--- src/design/rv32m_consts.svh ---
// RV32M execute cluster constants
// Widths fixed by the ISA and the iteration count of the radix-2 divider
// Shared by the package and by every RTL block that sizes a vector

`ifndef RV32M_CONSTS_SVH
`define RV32M_CONSTS_SVH

// Integer register width of RV32
`define M_XLEN 32

// Instruction tag width, allows up to eight results in flight
`define M_ID_W 3

// One quotient bit per iteration of the restoring divider
`define M_DIV_CYCLES 32

`endif

--- src/design/rv32m_pkg.sv ---
// RV32M execute cluster types
// Word and tag vectors, the M-extension funct3 encoding and the
// request and result bundles passed between dispatch, units and writeback

`include "rv32m_consts.svh"

package rv32m_pkg;

    typedef logic [`M_XLEN-1:0] xlen_t;      // One data word
    typedef logic [`M_ID_W-1:0] inst_id_t;   // Tag that follows an op to writeback

    // Encoded exactly as the RISC-V funct3 field of OP with funct7 = 1
    typedef enum logic [2:0] {
        MUL    = 3'b000,                    // Low word of the product
        MULH   = 3'b001,                    // High word, signed by signed
        MULHSU = 3'b010,                    // High word, signed by unsigned
        MULHU  = 3'b011,                    // High word, unsigned by unsigned
        DIV    = 3'b100,                    // Signed quotient
        DIVU   = 3'b101,                    // Unsigned quotient
        REM    = 3'b110,                    // Signed remainder
        REMU   = 3'b111                     // Unsigned remainder
    } m_funct3_e;

    // Decoded operation as it leaves issue
    typedef struct packed {
        m_funct3_e op;                      // Bit 2 picks the divider
        xlen_t     rs1;                     // First source operand
        xlen_t     rs2;                     // Second source operand
        inst_id_t  id;                      // Tag returned with the result
    } m_request_t;

    // Register file writeback bundle
    typedef struct packed {
        xlen_t    rd;                       // Value to write
        inst_id_t id;                       // Tag of the producing request
    } m_result_t;

endpackage

--- src/design/div_unit.sv ---
// Iterative RV32M divider
// Restoring shift-subtract on operand magnitudes, one quotient bit per
// cycle. A fixup state restores the signs, picks quotient or remainder and
// forces the RISC-V results for divide by zero and signed overflow

`timescale 1ns/1ps
`include "rv32m_consts.svh"

module div_unit (
    input  logic                  clk,
    input  logic                  rst,
    input  logic                  new_request,
    input  rv32m_pkg::m_request_t req,
    output logic                  ready,
    output logic                  done,
    output rv32m_pkg::m_result_t  result,
    input  logic                  accepted
);

    import rv32m_pkg::*;

    localparam int CNT_W = $clog2(`M_DIV_CYCLES);
    localparam xlen_t MOST_NEG = {1'b1, {(`M_XLEN-1){1'b0}}};   // 0x80000000

    typedef enum logic [1:0] {
        IDLE,                               // Waiting for a request
        RUN,                                // Shift-subtract iterations
        FIXUP,                              // Sign and special-case correction
        DONE                                // Result held for writeback
    } div_state_e;

    div_state_e state;
    logic [CNT_W-1:0] count;                // Iterations left after this one

    logic   is_signed;                      // DIV and REM treat operands as signed
    logic   neg_a;                          // Dividend is negative
    logic   neg_b;                          // Divisor is negative

    xlen_t  rem_r;                          // Partial remainder
    xlen_t  quo_r;                          // Dividend bits shift out, quotient bits in
    xlen_t  divisor_r;                      // Divisor magnitude
    xlen_t  dividend_r;                     // Original dividend for the special cases
    inst_id_t id_r;
    logic   sel_rem;                        // REM or REMU
    logic   neg_q;                          // Quotient needs negation
    logic   neg_r;                          // Remainder needs negation
    logic   div_zero;                       // Divisor was zero
    logic   overflow;                       // Most negative divided by minus one
    xlen_t  result_r;                       // Final value presented with done

    logic [`M_XLEN+1:0] trial;              // Shifted remainder minus divisor, MSB is borrow
    xlen_t  q_fix;
    xlen_t  r_fix;

    assign is_signed = ~req.op[0];
    assign neg_a     = is_signed & req.rs1[`M_XLEN-1];
    assign neg_b     = is_signed & req.rs2[`M_XLEN-1];

    always_ff @(posedge clk) begin
        if (rst) begin
            state <= IDLE;
        end else begin
            case (state)
                IDLE:    if (new_request) state <= RUN;
                RUN:     if (count == '0) state <= FIXUP;
                FIXUP:   state <= DONE;
                DONE:    if (accepted) state <= IDLE;
                default: state <= IDLE;
            endcase
        end
    end

    // Top dividend bit joins the remainder, the divisor is tried against it
    assign trial = {1'b0, rem_r, quo_r[`M_XLEN-1]} - {2'b00, divisor_r};

    always_ff @(posedge clk) begin
        if (state == IDLE && new_request) begin
            count      <= CNT_W'(`M_DIV_CYCLES - 1);
            rem_r      <= '0;
            quo_r      <= neg_a ? -req.rs1 : req.rs1;
            divisor_r  <= neg_b ? -req.rs2 : req.rs2;
            dividend_r <= req.rs1;
            id_r       <= req.id;
            sel_rem    <= req.op[1];
            neg_q      <= neg_a ^ neg_b;
            neg_r      <= neg_a;        // Remainder follows the dividend sign
            div_zero   <= (req.rs2 == '0);
            overflow   <= is_signed & (req.rs1 == MOST_NEG) & (req.rs2 == '1);
        end else if (state == RUN) begin
            count <= count - 1'b1;
            if (trial[`M_XLEN+1]) begin
                rem_r <= {rem_r[`M_XLEN-2:0], quo_r[`M_XLEN-1]};    // Restore
            end else begin
                rem_r <= trial[`M_XLEN-1:0];
            end
            quo_r <= {quo_r[`M_XLEN-2:0], ~trial[`M_XLEN+1]};
        end else if (state == FIXUP) begin
            result_r <= sel_rem ? r_fix : q_fix;
        end
    end

    // RISC-V fixes both special cases to defined values instead of trapping
    always_comb begin
        q_fix = neg_q ? -quo_r : quo_r;
        r_fix = neg_r ? -rem_r : rem_r;
        if (div_zero) begin
            q_fix = '1;
            r_fix = dividend_r;
        end else if (overflow) begin
            q_fix = dividend_r;
            r_fix = '0;
        end
    end

    assign ready  = (state == IDLE);        // One division in flight at a time
    assign done   = (state == DONE);
    assign result = '{rd: result_r, id: id_r};

endmodule

--- src/design/m_ext_unit.sv ---
// RV32M multiply/divide execute cluster
// Issue dispatch feeds a pipelined multiplier and an iterative divider,
// whose results merge through a writeback arbiter into one output port

`timescale 1ns/1ps

module m_ext_unit (
    input  logic                  clk,
    input  logic                  rst,
    input  logic                  issue_valid,
    input  rv32m_pkg::m_request_t issue_req,
    output logic                  issue_ready,
    output logic                  result_valid,
    output rv32m_pkg::m_result_t  result,
    input  logic                  result_ready
);

    import rv32m_pkg::*;

    logic       mul_ready;
    logic       div_ready;
    logic       mul_new_request;
    logic       div_new_request;
    m_request_t unit_req;                   // Shared request bundle for both units
    logic       mul_done;
    logic       div_done;
    m_result_t  mul_result;
    m_result_t  div_result;
    logic       mul_accepted;
    logic       div_accepted;

    m_op_dispatch u_dispatch (
        .clk             (clk),
        .rst             (rst),
        .issue_valid     (issue_valid),
        .issue_req       (issue_req),
        .issue_ready     (issue_ready),
        .mul_ready       (mul_ready),
        .div_ready       (div_ready),
        .mul_new_request (mul_new_request),
        .div_new_request (div_new_request),
        .unit_req        (unit_req)
    );

    mul_unit u_mul (
        .clk         (clk),
        .rst         (rst),
        .new_request (mul_new_request),
        .req         (unit_req),
        .ready       (mul_ready),
        .done        (mul_done),
        .result      (mul_result),
        .accepted    (mul_accepted)
    );

    div_unit u_div (
        .clk         (clk),
        .rst         (rst),
        .new_request (div_new_request),
        .req         (unit_req),
        .ready       (div_ready),
        .done        (div_done),
        .result      (div_result),
        .accepted    (div_accepted)
    );

    m_writeback_arbiter u_arbiter (
        .clk          (clk),
        .rst          (rst),
        .mul_done     (mul_done),
        .div_done     (div_done),
        .mul_result   (mul_result),
        .div_result   (div_result),
        .mul_accepted (mul_accepted),
        .div_accepted (div_accepted),
        .result_valid (result_valid),
        .result       (result),
        .result_ready (result_ready)
    );

endmodule

--- src/design/m_op_dispatch.sv ---
// M-extension issue stage
// Steers each request to the multiplier or the divider from funct3 bit 2
// and returns the ready of the unit it targets. A transfer fires a one
// cycle strobe to that unit

`timescale 1ns/1ps

module m_op_dispatch (
    input  logic                   clk,
    input  logic                   rst,
    input  logic                   issue_valid,
    input  rv32m_pkg::m_request_t  issue_req,
    output logic                   issue_ready,
    input  logic                   mul_ready,
    input  logic                   div_ready,
    output logic                   mul_new_request,
    output logic                   div_new_request,
    output rv32m_pkg::m_request_t  unit_req
);

    logic        sel_div;                   // High for DIV, DIVU, REM and REMU
    logic        issue_fire;                // Issue handshake completes this cycle

    assign sel_div = issue_req.op[2];       // Divide group sits in the upper half of funct3

    // Ready follows only the unit that would take this request
    assign issue_ready = sel_div ? div_ready : mul_ready;
    assign issue_fire  = issue_valid & issue_ready;

    // Both units see the same bundle, the strobe says which one owns it
    assign mul_new_request = issue_fire & ~sel_div;
    assign div_new_request = issue_fire & sel_div;
    assign unit_req        = issue_req;

endmodule

--- src/design/m_writeback_arbiter.sv ---
// M-extension writeback arbiter
// Merges the multiplier and divider result streams into one registered
// output slot. Grants are registered, so a unit sees accepted one cycle
// after the grant decision and its result loads on that same edge.
// The divider wins when both are done

`timescale 1ns/1ps

module m_writeback_arbiter (
    input  logic                 clk,
    input  logic                 rst,
    input  logic                 mul_done,
    input  logic                 div_done,
    input  rv32m_pkg::m_result_t mul_result,
    input  rv32m_pkg::m_result_t div_result,
    output logic                 mul_accepted,
    output logic                 div_accepted,
    output logic                 result_valid,
    output rv32m_pkg::m_result_t result,
    input  logic                 result_ready
);

    logic load;                             // Slot takes a unit result this edge
    logic slot_free_next;                   // Slot is guaranteed empty after this edge

    assign load = mul_accepted | div_accepted;

    // A grant is only issued when the slot will be empty at the load edge,
    // which keeps a granted result from ever waiting on back-pressure
    assign slot_free_next = ~load & (~result_valid | result_ready);

    always_ff @(posedge clk) begin
        if (rst) begin
            mul_accepted <= 1'b0;
            div_accepted <= 1'b0;
            result_valid <= 1'b0;
        end else begin
            div_accepted <= div_done & slot_free_next;
            mul_accepted <= mul_done & ~div_done & slot_free_next;
            if (load) begin
                result_valid <= 1'b1;
            end else if (result_ready) begin
                result_valid <= 1'b0;       // Consumed with nothing behind it
            end
        end
    end

    // Units hold their result until they see accepted, so it is still there
    always_ff @(posedge clk) begin
        if (load) begin
            result <= div_accepted ? div_result : mul_result;
        end
    end

endmodule

--- src/design/mul_unit.sv ---
// Two-stage RV32M multiplier
// Stage 1 registers sign-extended 33-bit operands, stage 2 registers the
// 66-bit signed product. The output presents the high or low word and
// holds it with done until the writeback arbiter accepts it

`timescale 1ns/1ps
`include "rv32m_consts.svh"

module mul_unit (
    input  logic                  clk,
    input  logic                  rst,
    input  logic                  new_request,
    input  rv32m_pkg::m_request_t req,
    output logic                  ready,
    output logic                  done,
    output rv32m_pkg::m_result_t  result,
    input  logic                  accepted
);

    import rv32m_pkg::*;

    logic [1:0] valid;                      // Occupancy of stage 1 and stage 2
    logic [1:0] advance;                    // Stage may load new contents this cycle

    logic rs1_signed;                       // Top bit of rs1 extends as a sign
    logic rs2_signed;                       // Top bit of rs2 extends as a sign
    logic take_high;                        // Request wants bits 63:32 of the product

    logic signed [`M_XLEN:0] rs1_ext;       // 33-bit operands so one signed
    logic signed [`M_XLEN:0] rs2_ext;       // multiplier covers all four ops
    logic signed [`M_XLEN:0] rs1_r;
    logic signed [`M_XLEN:0] rs2_r;
    logic signed [2*`M_XLEN+1:0] product;   // 66 bits, only the low 64 are meaningful

    logic     [1:0] mulh;                   // Take-high flag for each stage
    inst_id_t [1:0] id_pipe;                // Tag for each stage
    xlen_t          word_out;               // Selected half of the product

    // Stage 2 drains on accept or when empty, stage 1 follows it
    assign advance[1] = accepted | ~valid[1];
    assign advance[0] = ~valid[0] | advance[1];

    always_ff @(posedge clk) begin
        if (rst) begin
            valid <= 2'b00;
        end else begin
            if (advance[0]) begin
                valid[0] <= new_request;
            end
            if (advance[1]) begin
                valid[1] <= valid[0];
            end
        end
    end

    // MULHU is the only op with unsigned rs1, MUL and MULH take a signed rs2
    assign rs1_signed = (req.op != MULHU);
    assign rs2_signed = (req.op == MUL) | (req.op == MULH);
    assign take_high  = (req.op != MUL);

    assign rs1_ext = {req.rs1[`M_XLEN-1] & rs1_signed, req.rs1};
    assign rs2_ext = {req.rs2[`M_XLEN-1] & rs2_signed, req.rs2};

    // Ready is granted only when stage 1 can load, so new_request implies advance[0]
    always_ff @(posedge clk) begin
        if (new_request) begin
            rs1_r      <= rs1_ext;
            rs2_r      <= rs2_ext;
            mulh[0]    <= take_high;
            id_pipe[0] <= req.id;
        end
        if (advance[1]) begin
            product    <= rs1_r * rs2_r;    // Full signed product of the extended operands
            mulh[1]    <= mulh[0];
            id_pipe[1] <= id_pipe[0];
        end
    end

    assign word_out = mulh[1] ? product[2*`M_XLEN-1:`M_XLEN] : product[`M_XLEN-1:0];

    // Blocked only when both stages hold work and nothing leaves
    assign ready  = accepted | ~(&valid);
    assign done   = valid[1];
    assign result = '{rd: word_out, id: id_pipe[1]};

endmodule

--- config.mk ---
export PLATFORM = sky130hd
export DESIGN_NAME = m_ext_unit
export DESIGN_NICKNAME = d
export VERILOG_FILES = /design/src/design/rv32m_pkg.sv /design/src/design/div_unit.sv /design/src/design/m_ext_unit.sv /design/src/design/m_op_dispatch.sv /design/src/design/m_writeback_arbiter.sv /design/src/design/mul_unit.sv
export VERILOG_INCLUDE_DIRS = /design/src /design/src/design
export SDC_FILE = /design/constraint.sdc
export NUM_CORES = 2
export LEC_CHECK = 0
export BUFFER_PORTS_ARGS = -buffer_cell sky130_fd_sc_hd__buf_4
export CAP_MARGIN = 5
export CORE_UTILIZATION = 55
export CTS_BUF_LIST = sky130_fd_sc_hd__clkbuf_2
export CTS_CLUSTER_SIZE = 8
export DETAILED_ROUTE_END_ITERATION = 8
export GPL_ROUTABILITY_DRIVEN = 0
export PLACE_DENSITY = 0.78
export SYNTH_ARGS = -nofsm -noshare
export SYNTH_HDL_FRONTEND = slang
export SYNTH_SLANG_ARGS = --single-unit
--- constraint.sdc ---
create_clock -name clk -period 10.2 [get_ports clk]
set_clock_uncertainty 0.2 [all_clocks]
set_input_delay 3.06 -clock clk [delete_from_list [all_inputs] [get_ports clk]]
set_output_delay 3.06 -clock clk [all_outputs]
set_load 0.1 [all_outputs]
==> impl_metrics.yaml <==
worst_setup_path:
  crit_start: "u_mul.rs1_r[32]"
  timing.rr.start: "u_mul.rs1_r[32]"
  critPathArrivalTime_ps: 10060
  ff2ff_path_depth: 22
  crit_family: "adder cells"
  slowest_delay_ps: 1120
  r2r-end: "u_mul.product[63]"
  worstPathCellList: "nand2_1 > inv_1 > fa_1 > inv_1 > fa_1 > inv_1 > fa_1 > inv_1 > fa_1 > inv_1 > fa_1 > fa_1 > fa_1 > fa_1 > ha_1 > and3_1 > nand3_1 > nor4_1 > nor3_1 > nor2_1 > a31oi_1 > xnor2_1"
  cp-start-kind: "register"
  path_common_cell: "fa_1"
  critPathCaptureType: "register"
  worst-path-stages: 22
  crit_slowest_cell: "edfxtp_1"
  r2r_slack_ps: 650
  path_max_fanout: 32
  critical_path.endpoint: "u_mul.product[63]"
  required_ps: 10710
  cp_num_buf_inv: 5
  critPathKind: "register to register"
clocking:
  insertion_delay_ps: 1060
  cts_tree: "done"
  hold_buffers: 0
  clockBufferDepth: 3
  cts-root-buf: "clkbuf_2"
  clk_pin_slew_ps: 130
  cts_resized: 0
  cts_sinks: 353
  cts_setup_buffers: 0
  numCtsBuffers: 84
  h-tree-depth: 3
synthesis:
  synth_area_leader_cell: "fa_1"
  yosysSeqAreaShare_pct: 18.3
  avgSynthCellArea_sq_um: 9.85
  synth_top_area_share_pct: 40.6
  synth.cell_area_sq_mm: 0.0555
  ys_ff_latch: 353
  yosys_warnings: 0
  synthCells: 5635
  synth_async_sr_flop_share_pct: 0
  synthFlopType: "edfxtp_1"
  synth_edf_count: 309
  netlist_top_cells_area: "fa_1 (41%), edfxtp_1 (17%), inv_1 (7.8%), and2_1 (6.2%), ha_1 (5.7%)"
  synth_nets: 7089
  synth_cell_types: 77
floorplan:
  die-area_sq_mm: 0.102
  die_w_um: 320
  io_pins: 111
  core_sq_mm: 0.100
  die_h_um: 320
  rows: 116
  initial_core_util_pct: 55.5
global_routing:
  grt_pass1_wl_um: 232000
  grt_pass1_vias: 42700
  grt_overflow: 0
  grt_max_degree: 100
  track_usage_pct: 29.3
  antenna_found_initial: 6
sta:
  fin_crit_sh_pct: 93.6
  setup_violations: 0
  finalMaxSlewViolations: 0
  setup_tns_ps: 0
  hold_viol_final: 0
  max_freq_ghz: 0.105
  relSlewSlack_pct: 17.5
  tightest_slew_ps: 1240
  period_needed_ps: 9550
  rsz0062_at_grt: "false"
cells_and_area:
  final_core_util_pct: 58.4
  areaGrowthSynthToFinish_pct: 5.27
  fillCellCount: 8210
  nets: 7102
  final_cell_mix: "inv_1 (1,154), fa_1 (1,126), nand2_1 (678), and2_1 (547), edfxtp_1 (309)"
  multi_input_area_sq_mm: 0.0400
  stdcell_area_sq_mm: 0.0584
  layout_commonest_cell: "inv_1"
  ff_latch_area_sq_mm: 0.0102
  drive_gt1_share_pct: 6.75
detailed_routing:
  vias_per_cell: 5.69
  route.detailed.drc: 0
  drt_pass1_iterations: 7
  drt_wl_total_um: 144000
  vias: 40000
  wire_per_inst_um: 20.5
  postRouteAntennaNets: 0
  drtIter0Drc: 3470
placed_design:
  io_buffers: 110
  place_area_sq_mm: 0.0576
  place_hpwl_um: 115000
run_status:
  status: "complete, no violations"
worst_hold_path:
  hold_class: "register to register"
run:
  drv_cap: 0
==> through the flow <==
stage | worst slack (ps) | cells | hold slack [ps]
2_1_floorplan | 2110 | 5635 | 200
3_3_place_gp | 1140 | 6859 | 201
3_5_place_dp | 935 | 6859 | 207
4_1_cts | 844 | 7012 | 231
5_1_grt | 305 | 7015 | 232
6_report | 653 | 7017 | 226
==> state kept, by name, summed over array words and instances (netlist names), 3 cells and up <==
register and count:
u_div.quo_r 32, u_mul.result 3, u_div.dividend_r 32, u_mul.rs1_r 33
u_div.count 5, u_div.rem_r 32, u_mul.rs2_r 33, u_mul.id_pipe 3
u_mul.product 64, u_div.result_r 32, u_arbiter.result 35, u_div.divisor_r 32
u_div.id_r 3
==> logic make-up (layout without fill, tap and decap cells) <==
group	after synthesis	after routing	synth area share, %
mux	53	53	0.969
compound gates	626	626	6.98
buf+inv	1433	1513	9.72
xor+xnor	225	225	3.55
simple gates	1565	1565	14.1
other cells	0	4	0
fa+ha+maj	1380	1380	46.3
flops	353	353	18.3
==> synthesized netlist by cell type (6+ instances only) <==
| cell | count |
|---|---|
| inv_1 | 1155 |
| fa_1 | 1126 |
| nand2_1 | 678 |
| and2_1 | 547 |
| edfxtp_1 | 309 |
| clkbuf_1 | 262 |
| ha_1 | 254 |
| a21oi_1 | 206 |
| o21ai_0 | 192 |
| xnor2_1 | 114 |
| xor2_1 | 111 |
| nor2_1 | 107 |
| mux2i_1 | 47 |
| nor2b_1 | 46 |
| a21o_1 | 44 |
| dfxtp_1 | 44 |
| o22a_1 | 33 |
| nor3_1 | 32 |
| nand3_1 | 29 |
| o31ai_1 | 25 |
| nand2b_1 | 19 |
| nor4_1 | 18 |
| o41ai_1 | 18 |
| nand4_1 | 17 |
| a211oi_1 | 16 |
| and3_1 | 16 |
| or3_1 | 16 |
| or4_1 | 11 |
| o21a_1 | 10 |
| a31oi_1 | 9 |
| buf_1 | 9 |
| o211ai_1 | 9 |
| o21bai_1 | 9 |
| mux2_2 | 6 |
| nor3b_1 | 6 |
| o21ai_1 | 6 |
| or2_2 | 6 |
==> how the worst min path moves through the flow <==
stage                     slack (ps)  cells past startpoint             start              end
final                            230                      0     u_mul.mulh[0]    u_mul.mulh[1]
after global routing             230                      0  u_mul.id_pipe[0]  u_mul.result[0]
after CTS                        230                      0     u_mul.mulh[0]    u_mul.mulh[1]
after detailed placement         210                      0  u_mul.id_pipe[1]  u_mul.result[1]
after global placement           200                      0  u_mul.id_pipe[2]  u_mul.result[2]
after floorplan                  200                      0     u_mul.mulh[0]    u_mul.mulh[1]
==> cell type report <==
class	count	area share, %
well taps	1298	2.78
clock buffers	129	1.10
inverters	1156	7.43
repair buffers	204	2.62
diodes	4	0.0171
flip-flops and latches	353	17.4
clock inverters	24	0.253
multi-input cells	3849	68.4
==> routing by layer <==
| layer | track usage [%] | up-vias | part of all wire, % |
|---|---|---|---|
| met5 | 0 | - | 0.019 |
| met4 | 12.6 | 4 | 4.9 |
| met3 | 6.48 | 397 | 9.6 |
| met2 | 48.4 | 1912 | 48 |
| met1 | 37.3 | 20300 | 38 |
| li1 | - | 17300 | - |
Power is left out: the tool's default activity adds up to more than one toggle a clock period on the data nets, which glitch-free logic cannot reach.
